**src/rtl/lsu_pkg.sv**
```systemverilog
//----------------------------------------------------------
// Shared definitions for the load-store execute unit
// Micro-op encoding and fixed data and register widths
//----------------------------------------------------------

package lsu_pkg;

  //----------------------------------------------------------
  // Widths
  //----------------------------------------------------------

  // Data word and byte address width
  localparam int data_w = 32;

  // Architectural register index
  localparam int reg_addr_w = 5;

  //----------------------------------------------------------
  // Micro-ops
  //----------------------------------------------------------

  // Word load and word store only
  typedef enum logic {
    op_lw = 1'b0,
    op_sw = 1'b1
  } lsu_op_e;

endpackage

```
**src/rtl/lsu_issue.sv**
```systemverilog
//----------------------------------------------------------
// Issue stage of the load-store unit
// Address adder, one-entry memory request register, D stall
//----------------------------------------------------------

`timescale 1ns/1ns

module lsu_issue #(
  parameter int seq_num_w = 5
) (
  input  logic                           clk,
  input  logic                           arst_n,
  // D channel
  input  logic                           d_val,
  output logic                           d_rdy,
  input  logic [lsu_pkg::data_w-1:0]     d_pc,
  input  logic [seq_num_w-1:0]           d_seq_num,
  input  logic [lsu_pkg::data_w-1:0]     d_op1,
  input  logic [lsu_pkg::data_w-1:0]     d_op2,
  input  logic [lsu_pkg::reg_addr_w-1:0] d_waddr,
  input  lsu_pkg::lsu_op_e               d_uop,
  input  logic [lsu_pkg::data_w-1:0]     d_mem_data,
  // Memory request
  output logic                           mreq_val,
  input  logic                           mreq_rdy,
  output logic                           mreq_we,
  output logic [lsu_pkg::data_w-1:0]     mreq_addr,
  output logic [lsu_pkg::data_w-1:0]     mreq_wdata,
  // In-flight queue entry
  input  logic                           q_full,
  output logic                           q_push,
  output logic [lsu_pkg::data_w-1:0]     q_pc,
  output logic [seq_num_w-1:0]           q_seq_num,
  output logic [lsu_pkg::reg_addr_w-1:0] q_waddr,
  output logic                           q_is_load
);

  import lsu_pkg::*;

  logic              rdy_en;
  logic              slot_free;
  logic [data_w-1:0] addr_sum;

  // Effective address, no alignment check
  assign addr_sum = d_op1 + d_op2;

  // Slot free when empty or handing off to memory now
  assign slot_free = !mreq_val || mreq_rdy;
  assign d_rdy     = rdy_en && slot_free && !q_full;
  assign q_push    = d_val && d_rdy;

  // Writeback fields for the queue
  assign q_pc      = d_pc;
  assign q_seq_num = d_seq_num;
  assign q_waddr   = d_waddr;
  assign q_is_load = (d_uop == op_lw);

  // Ready held off until the first edge out of reset
  always_ff @(posedge clk or negedge arst_n) begin
    if (!arst_n) begin
      rdy_en   <= 1'b0;
      mreq_val <= 1'b0;
    end else begin
      rdy_en <= 1'b1;
      if (q_push) begin
        mreq_val <= 1'b1;
      end else if (mreq_rdy) begin
        mreq_val <= 1'b0;
      end
    end
  end

  // Request payload
  always_ff @(posedge clk) begin
    if (q_push) begin
      mreq_we    <= (d_uop == op_sw);
      mreq_addr  <= addr_sum;
      mreq_wdata <= d_mem_data;
    end
  end

endmodule

```
**src/rtl/lsu_inflight_fifo.sv**
```systemverilog
//----------------------------------------------------------
// In-order queue of writeback fields
// One entry per memory request still awaiting its response
//----------------------------------------------------------

`timescale 1ns/1ns

module lsu_inflight_fifo #(
  parameter int seq_num_w      = 5,
  parameter int inflight_depth = 2
) (
  input  logic                           clk,
  input  logic                           arst_n,
  input  logic                           push,
  input  logic                           pop,
  input  logic [lsu_pkg::data_w-1:0]     in_pc,
  input  logic [seq_num_w-1:0]           in_seq_num,
  input  logic [lsu_pkg::reg_addr_w-1:0] in_waddr,
  input  logic                           in_is_load,
  output logic                           full,
  output logic [lsu_pkg::data_w-1:0]     head_pc,
  output logic [seq_num_w-1:0]           head_seq_num,
  output logic [lsu_pkg::reg_addr_w-1:0] head_waddr,
  output logic                           head_is_load
);

  import lsu_pkg::*;

  localparam int ptr_w = $clog2(inflight_depth);
  localparam int cnt_w = $clog2(inflight_depth + 1);

  // Entry storage
  logic [data_w-1:0]     pc_q    [inflight_depth];
  logic [seq_num_w-1:0]  seq_q   [inflight_depth];
  logic [reg_addr_w-1:0] waddr_q [inflight_depth];
  logic                  load_q  [inflight_depth];

  logic [ptr_w-1:0] wr_ptr;
  logic [ptr_w-1:0] rd_ptr;
  logic [cnt_w-1:0] count;

  // Head slot popping now counts as free
  assign full = (count == cnt_w'(inflight_depth)) && !pop;

  assign head_pc      = pc_q[rd_ptr];
  assign head_seq_num = seq_q[rd_ptr];
  assign head_waddr   = waddr_q[rd_ptr];
  assign head_is_load = load_q[rd_ptr];

  // Pointers wrap at depth, any depth allowed
  always_ff @(posedge clk or negedge arst_n) begin
    if (!arst_n) begin
      wr_ptr <= '0;
      rd_ptr <= '0;
      count  <= '0;
    end else begin
      if (push) begin
        wr_ptr <= (wr_ptr == ptr_w'(inflight_depth - 1)) ? '0 : wr_ptr + 1'b1;
      end
      if (pop) begin
        rd_ptr <= (rd_ptr == ptr_w'(inflight_depth - 1)) ? '0 : rd_ptr + 1'b1;
      end
      if (push && !pop) begin
        count <= count + 1'b1;
      end else if (pop && !push) begin
        count <= count - 1'b1;
      end
    end
  end

  always_ff @(posedge clk) begin
    if (push) begin
      pc_q[wr_ptr]    <= in_pc;
      seq_q[wr_ptr]   <= in_seq_num;
      waddr_q[wr_ptr] <= in_waddr;
      load_q[wr_ptr]  <= in_is_load;
    end
  end

endmodule

```
**src/rtl/load_store_unit.sv**
```systemverilog
//----------------------------------------------------------
// Load-store execute unit
// Issue stage, in-flight queue and writeback formation
//----------------------------------------------------------

`timescale 1ns/1ns

module load_store_unit #(
  parameter int seq_num_w      = 5,
  parameter int inflight_depth = 2
) (
  input  logic                           clk,
  input  logic                           arst_n,
  // D channel
  input  logic                           d_val,
  output logic                           d_rdy,
  input  logic [lsu_pkg::data_w-1:0]     d_pc,
  input  logic [seq_num_w-1:0]           d_seq_num,
  input  logic [lsu_pkg::data_w-1:0]     d_op1,
  input  logic [lsu_pkg::data_w-1:0]     d_op2,
  input  logic [lsu_pkg::reg_addr_w-1:0] d_waddr,
  input  lsu_pkg::lsu_op_e               d_uop,
  input  logic [lsu_pkg::data_w-1:0]     d_mem_data,
  // W channel
  output logic                           w_val,
  input  logic                           w_rdy,
  output logic [lsu_pkg::data_w-1:0]     w_pc,
  output logic [seq_num_w-1:0]           w_seq_num,
  output logic [lsu_pkg::reg_addr_w-1:0] w_waddr,
  output logic [lsu_pkg::data_w-1:0]     w_wdata,
  output logic                           w_wen,
  // Memory request
  output logic                           mreq_val,
  input  logic                           mreq_rdy,
  output logic                           mreq_we,
  output logic [lsu_pkg::data_w-1:0]     mreq_addr,
  output logic [lsu_pkg::data_w-1:0]     mreq_wdata,
  // Memory response
  input  logic                           mresp_val,
  output logic                           mresp_rdy,
  input  logic [lsu_pkg::data_w-1:0]     mresp_rdata
);

  import lsu_pkg::*;

  logic                  q_push;
  logic                  q_pop;
  logic                  q_full;
  logic [data_w-1:0]     q_pc;
  logic [seq_num_w-1:0]  q_seq_num;
  logic [reg_addr_w-1:0] q_waddr;
  logic                  q_is_load;
  logic [data_w-1:0]     head_pc;
  logic [seq_num_w-1:0]  head_seq_num;
  logic [reg_addr_w-1:0] head_waddr;
  logic                  head_is_load;

  lsu_issue #(
    .seq_num_w (seq_num_w)
  ) u_issue (
    .clk, .arst_n,
    .d_val, .d_rdy, .d_pc, .d_seq_num, .d_op1, .d_op2,
    .d_waddr, .d_uop, .d_mem_data,
    .mreq_val, .mreq_rdy, .mreq_we, .mreq_addr, .mreq_wdata,
    .q_full, .q_push, .q_pc, .q_seq_num, .q_waddr, .q_is_load
  );

  lsu_inflight_fifo #(
    .seq_num_w      (seq_num_w),
    .inflight_depth (inflight_depth)
  ) u_inflight (
    .clk, .arst_n,
    .push         (q_push),
    .pop          (q_pop),
    .in_pc        (q_pc),
    .in_seq_num   (q_seq_num),
    .in_waddr     (q_waddr),
    .in_is_load   (q_is_load),
    .full         (q_full),
    .head_pc, .head_seq_num, .head_waddr, .head_is_load
  );

  //----------------------------------------------------------
  // Writeback, responses arrive in issue order
  //----------------------------------------------------------

  assign w_val     = mresp_val;
  assign mresp_rdy = w_rdy;
  assign q_pop     = w_val && w_rdy;

  assign w_pc      = head_pc;
  assign w_seq_num = head_seq_num;
  assign w_wen     = head_is_load;
  // Stores carry no register write
  assign w_waddr   = head_is_load ? head_waddr : '0;
  assign w_wdata   = head_is_load ? mresp_rdata : '0;

endmodule

```
**config.mk**
```make
export PLATFORM = sky130hd
export DESIGN_NAME = load_store_unit
export DESIGN_NICKNAME = d
export VERILOG_FILES = /design/src/rtl/lsu_pkg.sv /design/src/rtl/lsu_issue.sv /design/src/rtl/lsu_inflight_fifo.sv /design/src/rtl/load_store_unit.sv
export SDC_FILE = /design/constraint.sdc
export NUM_CORES = 1
export LEC_CHECK = 0
export BUFFER_PORTS_ARGS = -buffer_cell sky130_fd_sc_hd__buf_4
export CORE_ASPECT_RATIO = 0.75
export CORE_MARGIN = 10
export CORE_UTILIZATION = 45
export DETAILED_ROUTE_END_ITERATION = 16
export GPL_TIMING_DRIVEN = 1
export HOLD_SLACK_MARGIN = 0.05
export PLACE_DENSITY = 0.8
export SYNTH_ARGS = -nofsm -noshare
export SYNTH_HDL_FRONTEND = slang
export SYNTH_HIERARCHICAL = 1
export SYNTH_SLANG_ARGS = --single-unit
```
**constraint.sdc**
```tcl
create_clock -name clk -period 9.4 [get_ports clk]
set_clock_uncertainty 0.1 [all_clocks]
set_input_delay 0.47 -clock clk [delete_from_list [all_inputs] [get_ports clk]]
set_output_delay 0.47 -clock clk [all_outputs]
set_load 0.1 [all_outputs]
```
# Word-level counts from Yosys, hierarchy flattened
# Memories as Yosys holds them, arrays and structs flattened.
# Index checks and enable logic that the tools add are counted.
dict set report classes {
  shift 0
  bitwise_logic 1
  magnitude_cmp 0
  muxes 10
  reduce_logical 14
  div_mod_pow 0
  add_sub_neg 5
  multipliers 0
  n_eq_ne 1
}
# op n
set ops {}
lappend ops {{$add A32 B32 Y32} 1}
lappend ops {{$mux W32} 1}
lappend ops {{$logic_and A1 B1 Y1} 7}
lappend ops {{$mux W1} 6}
lappend ops {{$mux W5} 1}
lappend ops {{$logic_not A1 Y1} 4}
lappend ops {{$mux W2} 2}
lappend ops {{$reduce_bool A2 Y1} 2}
lappend ops {{$add A1 B1 Y1 const B} 2}
lappend ops {{$add A2 B1 Y2 const B} 1}
lappend ops {{$eq A2 B2 Y1 const B} 1}
lappend ops {{$sub A2 B1 Y2 const B} 1}
lappend ops {{$logic_or A1 B1 Y1} 1}
lappend ops {{$not A1 Y1} 1}
dict set report totals {
  n_memories 4
  input_bits 177
  romBits 0
  mem_bits_rw 86
  elab_cells 43
  latch_bits 0
  regBits 71
}
# memory depth word_bits rd rd_clocked_by_memory_dff wr line
set memory_table {}
lappend memory_table {u_inflight.pc_q 2 32 1 0 1 lsu_inflight_fifo.sv:33} ;# logic [data_w-1:0] pc_q [inflight_depth];
lappend memory_table {u_inflight.seq_q 2 5 1 0 1 lsu_inflight_fifo.sv:34} ;# logic [seq_num_w-1:0] seq_q [inflight_depth];
lappend memory_table {u_inflight.waddr_q 2 5 1 0 1 lsu_inflight_fifo.sv:35} ;# logic [reg_addr_w-1:0] waddr_q [inflight_depth];
lappend memory_table {u_inflight.load_q 2 1 1 0 1 lsu_inflight_fifo.sv:36} ;# logic load_q [inflight_depth];

# Logic depth before layout (Yosys ltp)
# Gate-level depths: netlist (run 1).
dict set report depth {
  ltp_word 10
  mapped_depth 8
  mapped_depth_nobuf 8
}

# By module
# Netlist (run 1), hierarchy kept.
# mod n_inst cells_per_inst seq_area_each_um2 area_each_um2
set by_module_without_submodules {}
lappend by_module_without_submodules {lsu_issue 1 377 2001.9 4239.1}
lappend by_module_without_submodules {lsu_inflight_fifo 1 149 2682.6 3488.3}
lappend by_module_without_submodules {load_store_unit 1 43 0.0 314.1}

# Worst setup path after synthesis (run 1)
# OpenSTA, ideal clock, no wires.
dict set report synth_timing {
  path_kind {reg-to-reg}
  from {reg u_issue.mreq_val}
  to {mem u_inflight.load_q[0], enable pin}
  path_stages_with_launch 5
  synth_period_minus_slack_ps 7718
  arrival_ps 7169
  setup_ps 449
  required_time_ps 8851
  path_buffers 0
  path_slack_ps 1682
  cell_sequence {dfrtp_1 -> nor2b_1 -> nor3b_1 -> and2_1 -> nor2b_1}
}
dict set report synth_via {
  elab_chain_len 7
}
# item line
set synth_rtl {}
lappend synth_rtl {{from (decl)} lsu_issue.sv:24} ;# output logic mreq_val,
lappend synth_rtl {{from (signal assigned)} lsu_issue.sv:62} ;# mreq_val <= 1'b0;
lappend synth_rtl {{from (signal assigned)} lsu_issue.sv:66} ;# mreq_val <= 1'b1;
lappend synth_rtl {{from (signal assigned)} lsu_issue.sv:68} ;# mreq_val <= 1'b0;
lappend synth_rtl {{$logic_not A1 Y1} lsu_issue.sv:48} ;# assign slot_free = !mreq_val || mreq_rdy;
lappend synth_rtl {{$logic_or A1 B1 Y1} lsu_issue.sv:48}
lappend synth_rtl {{$logic_and A1 B1 Y1 (2 in series)} lsu_issue.sv:49} ;# assign d_rdy = rdy_en && slot_free && !q_full;
lappend synth_rtl {{named net d_rdy} load_store_unit.sv:16} ;# output logic d_rdy,
lappend synth_rtl {{$logic_and A1 B1 Y1} lsu_issue.sv:50} ;# assign q_push = d_val && d_rdy;
lappend synth_rtl {{named net q_push} load_store_unit.sv:46} ;# logic q_push;
lappend synth_rtl {{$mux W1} lsu_inflight_fifo.sv:72} ;# if (push) begin
lappend synth_rtl {{$mux W1 (implied by the code)} lsu_inflight_fifo.sv:76} ;# load_q[wr_ptr] <= in_is_load;
lappend synth_rtl {{to (decl)} lsu_inflight_fifo.sv:36}
# The timed path passes the listed nets, and every way through them passes these cells.

# Worst setup path in the final report (run 1)
dict set report layout_timing {
  from {reg u_inflight.rd_ptr}
  to {out w_waddr[1] (netlist bit)}
}
dict set report layout_via {
  elab_chain_len 2
  elab_cells_between_ends 3
  classes_between {1 x mux; 2 x memory}
}
# item line
set layout_rtl {}
lappend layout_rtl {{from (decl)} lsu_inflight_fifo.sv:39} ;# logic [ptr_w-1:0] rd_ptr;
lappend layout_rtl {{from (signal assigned)} lsu_inflight_fifo.sv:61} ;# rd_ptr <= (rd_ptr == ptr_w'(inflight_depth - 1)) ? '0 : rd_ptr + 1'b1;
lappend layout_rtl {{$mem_v2 Z2 W5 / $mem_v2 Z2 W1 (equally long branches)} --}
lappend layout_rtl {{$mux W5 (*)} load_store_unit.sv:95} ;# assign w_waddr = head_is_load ? head_waddr : '0;
lappend layout_rtl {{to (decl)} load_store_unit.sv:29} ;# output logic [lsu_pkg::reg_addr_w-1:0] w_waddr,
# Mark *: on every way between the ends. The rest lies on a longest branch, timed or not.

==> run_results.csv, run 1 <==
group,metric,value,unit
global_routing,grt_max_degree,66,
die,fp.dieW,174,um
clock_tree,cts_htree_levels,4,
detailed_routing,finalWirelength,22.5,mm
hold_path,holdPathEnd,"u_issue/mreq_wdata[2]",
finish,fill_cells,1368,
clock_tree,cts_made_buffers,17,
clock_tree,post_cts_buffers,0,
sta,finalCritPeriodShare,35.1,%
global_routing,antenna_found_initial,0,
hold_path,worst_hold_startpoint,"d_mem_data[2]",
logic_synthesis,yosys_warnings,6,
hold_path,min_path_cells,1,
finish,drive_gt1_share,52.5,%
detailed_routing,drtIter0Drc,521,
hold_path,hp-class,"in -> reg",
finish,seqCellArea,4690,sq um
worst_setup_path,cp_data_arrival_time,2.73,ns
place,gp_congestion,0.878,
die,fp.dieH,136,um
global_routing,busiest_layer,"met2",
finish,multiInputGateArea,2850,sq um
worst_setup_path,critPathLaunchType,"register",
pwr,peakVddDrop,0.164,mV
logic_synthesis,syn_area_per_cell,14.1,sq um
sta,finalHoldViolCount,0,
place,place_inst,1070,
pwr,p_int,1630,uW
sta,setup_viol,0,
sta,clock.fmax,303,MHz
clock_tree,clock_sinks,157,
detailed_routing,wl_per_cell,20.4,um
detailed_routing,final_antenna_net_count,0,
clock_tree,clk_pin_slew,0.07,ns
worst_setup_path,r2r_cells,4,
global_routing,use_met1,21.9,%
logic_synthesis,synth_cells,569,
global_routing,grt_pass1_vias,5761,
worst_setup_path,reg2reg_from,"u_inflight/count[1]",
die,dieArea,23700,sq um
global_routing,grt_overflow,0,
logic_synthesis,syn_area,8040,sq um
detailed_routing,vias,5555,
place,dp_hpwl,17.8,mm
clock_tree,clock-root-buffer,"clkbuf_16",
logic_synthesis,synth-async-reset-ratio,3.82,%
logic_synthesis,ys_seq_elements,157,
pwr,p_seq_share,29.0,%
sta,slew_headroom,27.6,%
die,initial_core_util,45.7,%
worst_setup_path,critical_path_required,8.83,ns
finish,final_cells,1103,
detailed_routing,vias_per_cell,5.04,
die,placeableCoreArea,17600,sq um
die,ios,321,
sta,rsz0062_at_grt,"no",
logic_synthesis,seq_area_frac_synth,58.3,%
detailed_routing,drc,0,
die,rows,42,
pwr,pwr-share-comb,49.9,%
finish,area_delta_synth_final,35.5,%
worst_setup_path,crit_type,"reg -> out",
sta,slew_violations,0,
clock_tree,clk_latency,0.42,ns
worst_setup_path,r2r_end,"u_inflight/seq_q[1][0]",
sta,min_period,3.30,ns
logic_synthesis,synth_cell_types,63,
pwr,clockPowerShare,21.1,%
flow_run,cap_violations,0,
clock_tree,cts_tree,"built",
sta,fin_tns_setup,0,ns
logic_synthesis,synth_edf_count,151,
worst_setup_path,end_kind,"output port",
pwr,p_leak,0.00459,uW
pwr,power.switching,1550,uW
pwr,p_per_area,292,nW/um^2
worst_setup_path,path_max_fanout,38,
global_routing,use_met3,7.35,%
sta,worst_pin_slew,1.09,ns
pwr,p_sw_share,48.7,%
worst_setup_path,rrSetupSlack,6.89,ns
global_routing,grt_usage,18.2,%
finish,nets,1058,
pwr,p_total,3180,uW
detailed_routing,first_pass_iters,5,
finish,diodes,0,
run_status,outcome,"complete, no violations",
logic_synthesis,syn_nets,779,
global_routing,grt_pass1_wl,33.2,mm
place,port_buffers,320,
clock_tree,cts.path.max_buffers,2,
global_routing,gr-usage-met2,30.5,%
logic_synthesis,synth_ff_type,"edfxtp_1",
## per-stage QoR
stage	instance area [sq um]	util [%]	hold WS [ns]	setup slack, ns
finish	10900	61.9	0.121	6.10
global route	10900	61.9	0.0883	5.93
CTS	10900	61.9	0.0993	6.05
detailed placement	10300	58.5	0.182	6.21
global placement	10300	58.5	0.180	6.31
floorplan	8040	-	0.0744	1.68
## kinds of logic after synthesis
family                   count (synthesis)  synth area share (%)
AO/OA/AOI/OAI                          106                  9.32
flip-flops                             157                  58.3
other                                    1                0.0466
XOR/XNOR                                33                  3.59
buffers and inverters                   72                  6.38
multiplexers                            44                  7.97
adder cells (fa/ha/maj)                 33                  5.23
AND/OR/NAND/NOR                        123                  9.21
## critical path, stage by stage, from the launching register on
cell and delay [ns]:
dfrtp_2 0.82, buf_4 0.51, mux2_4 0.44, and2_2 0.21, buf_4 0.29
## power by group through the flow
stage,logic (uW),clock network (uW),registers [uW]
final,1590,671,922
after global routing,1640,720,932
after CTS,1600,689,923
after detailed placement,1600,0,937
after global placement,1590,0,935
after floorplan,1120,0,1120
## state kept, by name, summed over array words and instances, names as in the netlist
signal / flops
u_inflight/pc_q: 64
u_issue/mreq_addr: 32
u_issue/mreq_wdata: 32
u_inflight/seq_q: 10
u_inflight/waddr_q: 10
u_inflight/count: 2
u_inflight/load_q: 2
u_inflight/rd_ptr: 1
u_inflight/wr_ptr: 1
u_issue/mreq_val: 1
u_issue/mreq_we: 1
u_issue/rdy_en: 1
## synth_stat cells (4+ instances only)
cell	n	area, sq um
o21a_1	5	37.5
a21oi_1	33	165
xnor2_1	18	158
nand3_1	4	20.0
edfxtp_1	151	4530
nand2_1	20	75.1
o211ai_1	5	37.5
dfrtp_1	6	150
buf_4	44	330
o21ai_0	15	75.1
buf_12	4	80.1
inv_1	8	30.0
xor2_1	15	131
nand4_1	9	56.3
mux2_2	4	45.0
and2_1	8	50.1
a211oi_1	4	30.0
nor4_1	4	25.0
mux2_4	39	586
a21o_1	10	75.1
nor2b_1	6	37.5
clkbuf_1	11	41.3
ha_1	32	400
nor2_1	17	63.8
and2_2	37	278
## final cells by class
type,count,area share [%]
sequential,157,43.0
multi-input combinational,340,26.2
timing repair buffer,324,22.3
clock buffer,17,3.90
tap,242,2.78
clock inverter,15,1.49
inverter,8,0.276
## layer usage
layer,vias to the layer above,part of all wire (%)
li1,2656,-
met1,2612,40
met2,276,50
met3,11,9.4
met4,0,0.53
met5,-,0
## cells in the final DEF, fill, tap and decap left out, types with 5 or more instances in the layout
cell       instances
a21o_1            10
xnor2_1           18
o21a_1             5
o211ai_1           5
o21ai_0           15
and2_1             6
buf_4            323
inv_8              5
inv_1              8
and2_2            39
inv_6              5
edfxtp_1         151
mux2_4            39
xor2_1            15
clkbuf_16         17
nor2_1            17
nor2b_1            5
a21oi_1           33
ha_1              32
dfrtp_1            5
nand4_1            9
nand2_1           20
## worst max-delay path by stage
stage | slack (ns) | startpoint | endpoint
5_1_grt | 5.93 | u_inflight/rd_ptr | w_waddr[1]
6_report | 6.10 | u_inflight/rd_ptr | w_waddr[1]
4_1_cts | 6.05 | u_inflight/rd_ptr | w_waddr[1]
3_3_place_gp | 6.31 | d_op1[0] | u_issue/mreq_addr[28]
3_5_place_dp | 6.21 | d_op1[0] | u_issue/mreq_addr[26]
2_1_floorplan | 1.68 | u_issue/mreq_val | u_inflight/load_q[0]
## repair_timing
item | CTS | global route
hold buffers | 1 | 0
gates resized for setup | 0 | 0
endpoints found under the hold margin | 6 | 0
setup endpoints to repair | 0 | 0
(Power assumes the default switching activity.)
==> run 2: changes to the inputs <==
--- a/config.mk
+++ b/config.mk
@@ -5,6 +5,7 @@
 export SDC_FILE = /design/constraint.sdc
 export NUM_CORES = 1
 export LEC_CHECK = 0
+export ABC_AREA = 1
 export BUFFER_PORTS_ARGS = -buffer_cell sky130_fd_sc_hd__buf_4
 export CORE_ASPECT_RATIO = 0.75
 export CORE_MARGIN = 10
@@ -12,7 +13,7 @@
 export DETAILED_ROUTE_END_ITERATION = 16
 export GPL_TIMING_DRIVEN = 1
 export HOLD_SLACK_MARGIN = 0.05
-export PLACE_DENSITY = 0.8
+export PLACE_DENSITY = 0.79
 export SYNTH_ARGS = -nofsm -noshare
 export SYNTH_HDL_FRONTEND = slang
 export SYNTH_HIERARCHICAL = 1
==> constraint.sdc (replaced) <==
create_clock -name clk -period 3.25 [get_ports clk]
set_clock_uncertainty 0.1 [all_clocks]
set_input_delay 0.1625 -clock clk [delete_from_list [all_inputs] [get_ports clk]]
set_output_delay 0.1625 -clock clk [all_outputs]
set_load 0.1 [all_outputs]
==> run_results.csv, run 2 <==
group,metric,value,unit
worst_setup_path,rrSetupSlack,0.64,ns
detailed_routing,wl_met2,12.7,mm
sta,slew_headroom,33.7,%
die,fp.dieH,139,um
detailed_routing,final_antenna_net_count,0,
sta,finalCritPeriodShare,82.8,%
sta,setup_ws,0.558,ns
global_routing,antenna_found_initial,1,
sta,clock.fmax,371,MHz
finish,area_delta_synth_final,44.5,%
detailed_routing,wl_per_cell,17.6,um
clock_tree,clk_latency,0.43,ns
hold_path,hp-class,"in -> reg",
global_routing,grt_pass1_vias,7105,
detailed_routing,top_layer_used,"met4",
global_routing,grt_overflow,0,
finish,largest_reg_flops,64,
detailed_routing,finalWirelength,26.1,mm
detailed_routing,drtIter0Drc,450,
pwr,p_per_area,770,nW/um^2
finish,final_cell_area,12300,sq um
pwr,peakVddDrop,0.586,mV
finish,final_common_cell,"buf_4",
detailed_routing,wl_met1,10.3,mm
global_routing,grt_pass1_wl,38.8,mm
logic_synthesis,ys_seq_elements,157,
detailed_routing,first_pass_iters,5,
place,place_area,10800,sq um
place,gp_congestion,0.940,
logic_synthesis,synth_cells,848,
pwr,p_total,9490,uW
logic_synthesis,yosys_warnings,6,
pwr,p_leak,0.00621,uW
place,place_ws,0.639,ns
logic_synthesis,synth_edf_count,151,
sta,slew_violations,0,
die,rows,43,
clock_tree,cts_htree_levels,4,
sta,worst_pin_slew,0.993,ns
die,fp.dieW,179,um
sta,fin_tns_setup,0,ns
finish,fill_cells,1387,
logic_synthesis,seq_area_frac_synth,54.9,%
flow_run,cap_violations,0,
worst_setup_path,end_kind,"register",
clock_tree,cts.path.max_buffers,2,
detailed_routing,drc,0,
clock_tree,cts_tree,"built",
logic_synthesis,synthTopCellsByCount,"nand2_1, inv_1, edfxtp_1",
global_routing,grt_usage,20.3,%
die,ios,321,
logic_synthesis,synth_top_cell_by_area,"edfxtp_1",
finish,final_cell_mix,"buf_4, nand2_1, inv_1",
detailed_routing,vias_per_cell,4.67,
worst_setup_path,critPathLaunchType,"primary input",
logic_synthesis,synth_area_leaders,"edfxtp_1, nand2_1, inv_1, mux2_4, ha_1",
finish,top_regs,"u_inflight/pc_q: 64 flops, u_issue/mreq_addr: 32 flops, u_issue/mreq_wdata: 32 flops",
logic_synthesis,synth_top_area_share,53.2,%
worst_setup_path,path_max_fanout,43,
clock_tree,cts_made_buffers,17,
logic_synthesis,synth-async-reset-ratio,3.82,%
die,placeableCoreArea,18600,sq um
detailed_routing,vias,6932,
clock_tree,clock_sinks,157,
logic_synthesis,synth_cell_types,26,
logic_synthesis,synthMostInstantiatedCell,"nand2_1",
place,port_buffers,320,
sta,min_period,2.69,ns
worst_setup_path,critical_path_required,3.02,ns
worst_setup_path,cp_data_arrival_time,2.46,ns
finish,largest_register,"u_inflight/pc_q",
finish,drive_gt1_share,33.9,%
sta,setup_viol,0,
finish,nets,1432,
clock_tree,cts.repair.resized,0,
logic_synthesis,syn_nets,1058,
sta,rsz0062_at_grt,"no",
clock_tree,clock-root-buffer,"clkbuf_16",
logic_synthesis,synth_ff_type,"edfxtp_1",
die,dieArea,24900,sq um
logic_synthesis,syn_area_per_cell,10.1,sq um
place,dp_hpwl,19.8,mm
run_status,outcome,"complete, no violations",
detailed_routing,dr_wl_met3,2.17,mm
logic_synthesis,syn_area,8530,sq um
sta,finalHoldViolCount,0,
clock_tree,clk_pin_slew,0.07,ns
die,initial_core_util,46.0,%
global_routing,grt_max_degree,69,
worst_setup_path,crit_type,"in -> reg",
[run 2: timing repair]
action / in CTS / in global routing
setup buffers: 0 / 0
endpoints found under the hold margin: 129 / 0
hold buffers: 84 / 0
[run 2: cell families (layout without fill, tap and decap cells)]
| family | Yosys count | in the layout | synth area share, % |
|---|---|---|---|
| compound gates | 23 | 23 | 1.44 |
| xor+xnor | 19 | 19 | 1.95 |
| fa+ha+maj | 33 | 33 | 4.93 |
| buf+inv | 213 | 600 | 12.5 |
| flops | 157 | 157 | 54.9 |
| mux | 43 | 43 | 7.39 |
| other cells | 1 | 2 | 0.0440 |
| simple gates | 359 | 359 | 16.8 |
[run 2: layer usage]
layer	GRT usage [%]	vias to the layer above
met5	0	-
met3	5.49	53
met4	9.94	0
met1	23.6	3211
li1	-	3402
met2	33.8	266
[run 2: power by group]
group / switching (uW) / leakage [uW] / internal (uW) / total, uW
registers: 129 / 0.00146 / 2510 / 2640
logic: 3520 / 0.00444 / 1180 / 4710
clock network: 952 / 0.000311 / 1190 / 2140
total: 4600 / 0.00621 / 4890 / 9490
[run 2: critical path, stage by stage]
cell           delay (ns)
dlygate4sd3_1        0.54
buf_4                0.14
nand2_1              0.05
inv_1                0.06
nor3_1               0.35
nor3_4               0.08
and2_4               0.18
nand2_1              0.09
clkinvlp_4           0.78
[run 2: area by class of cell]
class	count	area [sq um]	share of cell area (%)
clock buffers	17	425	3.45
flip-flops and latches	157	4690	38.1
diodes	1	2.50	0.0203
inverters	160	604	4.90
well taps	247	309	2.51
clock inverters	15	218	1.77
repair buffers	408	3270	26.6
multi-input cells	478	2800	22.7
[run 2: worst paths after layout]
path,end,start,depth (start not counted)
max,u_inflight/pc_q[1][13],w_rdy,9
max reg2reg,u_inflight/pc_q[1][13],u_inflight/count[0],5
min reg2reg,u_inflight/count[1],u_inflight/count[1],2
max in group asynchronous,u_issue/mreq_val,arst_n,3
min,u_issue/mreq_val,mreq_rdy,3
min in group asynchronous,u_inflight/count[0],arst_n,3
[run 2: per-stage QoR]
stage,hold WS [ns],utilization [%],cells
2_1_floorplan,-0.233,-,848
3_3_place_gp,-0.125,58.4,1366
3_5_place_dp,-0.124,58.4,1366
4_1_cts,0.0510,66.4,1482
5_1_grt,0.0727,66.4,1483
6_report,0.0721,66.4,1483
==> run 3: changes to the inputs <==
==> constraint.sdc (replaced) <==
create_clock -name clk -period 2.6 [get_ports clk]
set_clock_uncertainty 0.1 [all_clocks]
set_input_delay 0.13 -clock clk [delete_from_list [all_inputs] [get_ports clk]]
set_output_delay 0.13 -clock clk [all_outputs]
set_load 0.1 [all_outputs]
==> run_results.csv, run 3 (synthesized netlist as in run 2, its figures left out) <==
group,metric,value,unit
place,dp_hpwl,19.5,mm
global_routing,grt_pass1_wl,38.8,mm
die,initial_core_util,46.0,%
finish,drive_gt1_share,33.9,%
detailed_routing,finalWirelength,25.9,mm
clock_tree,clock_sinks,157,
die,fp.dieW,179,um
detailed_routing,first_pass_iters,6,
clock_tree,cts_tree,"built",
finish,largest_register,"u_inflight/pc_q",
worst_setup_path,path_max_fanout,3,
finish,fin_util,66.7,%
detailed_routing,vias,6883,
detailed_routing,drc,0,
sta,setup_viol,0,
pwr,p_leak,0.00624,uW
clock_tree,clk_pin_slew,0.08,ns
finish,diodes,0,
detailed_routing,drtIter0Drc,480,
place,port_buffers,320,
sta,rsz0062_at_grt,"no",
die,ios,321,
place,gp_congestion,0.931,
die,placeableCoreArea,18600,sq um
global_routing,grt_max_degree,67,
die,rows,43,
worst_setup_path,end_kind,"register",
sta,finalCritPeriodShare,91.1,%
clock_tree,clock-root-buffer,"clkbuf_16",
sta,slew_violations,0,
sta,min_period,2.37,ns
flow_run,cap_violations,0,
worst_setup_path,cp_data_arrival_time,2.44,ns
global_routing,grt_pass1_vias,6974,
clock_tree,cts_htree_levels,4,
global_routing,grt_usage,20.1,%
clock_tree,cts.repair.resized,0,
clock_tree,clk_latency,0.42,ns
place,place_area,10900,sq um
detailed_routing,vias_per_cell,4.63,
global_routing,grt_overflow,0,
finish,largest_reg_flops,64,
finish,final_common_cell,"buf_4",
finish,final_cell_area,12400,sq um
detailed_routing,wl_per_cell,17.4,um
die,dieArea,24900,sq um
worst_setup_path,critical_path_required,2.67,ns
worst_setup_path,crit_type,"in -> reg",
clock_tree,cts_made_buffers,17,
hold_path,hp-class,"in -> reg",
finish,nets,1438,
finish,fill_cells,1404,
sta,slew_headroom,41.5,%
finish,top_regs,"u_inflight/pc_q: 64 flops, u_issue/mreq_addr: 32 flops, u_issue/mreq_wdata: 32 flops",
finish,final_cell_mix,"buf_4, nand2_1, inv_1",
global_routing,antenna_found_initial,0,
pwr,peakVddDrop,0.699,mV
sta,worst_pin_slew,0.877,ns
run_status,outcome,"complete, no violations",
worst_setup_path,critPathLaunchType,"primary input",
die,fp.dieH,139,um
pwr,p_per_area,959,nW/um^2
sta,clock.fmax,422,MHz
sta,finalHoldViolCount,0,
finish,area_delta_synth_final,45.2,%
detailed_routing,final_antenna_net_count,0,
clock_tree,cts.path.max_buffers,2,
## run 3: changes by cell type in the layout (fill, tap and decap cells not counted), sizes merged
cell,change
dlygate4sd3,+4
buf,+2
diode,-1
## run 3: power breakdown
group / internal [uW] / switching [uW] / total, uW / leakage, uW
combinational: 1510 / 4440 / 5950 / 0.00448
clock: 1490 / 1160 / 2650 / 0.000309
sequential: 3130 / 152 / 3290 / 0.00146
## run 3: per-stage QoR
stage	worst slack (ns)	cells	hold slack (ns)	setup TNS [ns]	power [uW]
floorplan	-0.988	848	-0.266	-92.56	8080
global placement	0.497	1368	-0.159	0	9090
detailed placement	0.465	1368	-0.157	0	9140
CTS	0.292	1488	0.127	0	11900
global route	0.103	1488	0.145	0	12300
finish	0.231	1488	0.150	0	11900
## run 3: timing repair
action	4_1_cts	5_1_grt
hold buffers	88	0
endpoints found under the hold margin	130	0
buffers inserted	0	0
## run 3: layer usage
layer | GRT usage [%] | up-vias | share of wire, %
met2 | 35.2 | 254 | 51
met1 | 23.5 | 3182 | 39
li1 | - | 3424 | -
met5 | 0 | - | 0
met4 | 5.30 | 0 | 1.7
met3 | 5.79 | 23 | 8.8
## run 3: worst max-delay path, cell delays in order
cell           delay (ns)
dlygate4sd3_1        0.55
buf_4                0.15
ha_1                 0.28
nand3_1              0.12
nand3_2              0.10
nand2_1              0.09
nand2_2              0.07
nand2_1              0.08
nand2_2              0.08
nand2_1              0.09
nand2_1              0.05
nand2_1              0.06
nand2_1              0.04
dlygate4sd3_1        0.55
## run 3: layout make-up
| class | count | area (sq um) | area share (%) |
|---|---|---|---|
| Tap cell | 247 | 309 | 2.49 |
| Inverter | 160 | 604 | 4.88 |
| Sequential cell | 157 | 4690 | 37.9 |
| Multi-Input combinational cell | 478 | 2800 | 22.6 |
| Timing Repair Buffer | 414 | 3340 | 27.0 |
| Clock buffer | 17 | 425 | 3.43 |
| Clock inverter | 15 | 215 | 1.74 |
## run 3: path summary, 6_finish.rpt
| path | cells past startpoint | to | slack, ns | from |
|---|---|---|---|---|
| worst max-delay path | 14 | u_issue/mreq_addr[31] | 0.23 | d_op2[1] |
| worst min-delay path | 3 | u_issue/mreq_addr[7] | 0.15 | d_op2[7] |
| worst max register to register | 5 | u_issue/mreq_wdata[28] | 0.43 | u_issue/mreq_val |
| worst min register to register | 2 | u_inflight/count[1] | 0.40 | u_inflight/count[1] |
| max in group asynchronous | 3 | u_issue/mreq_val | 1.55 | arst_n |
| min in group asynchronous | 3 | u_inflight/count[1] | 0.59 | arst_n |
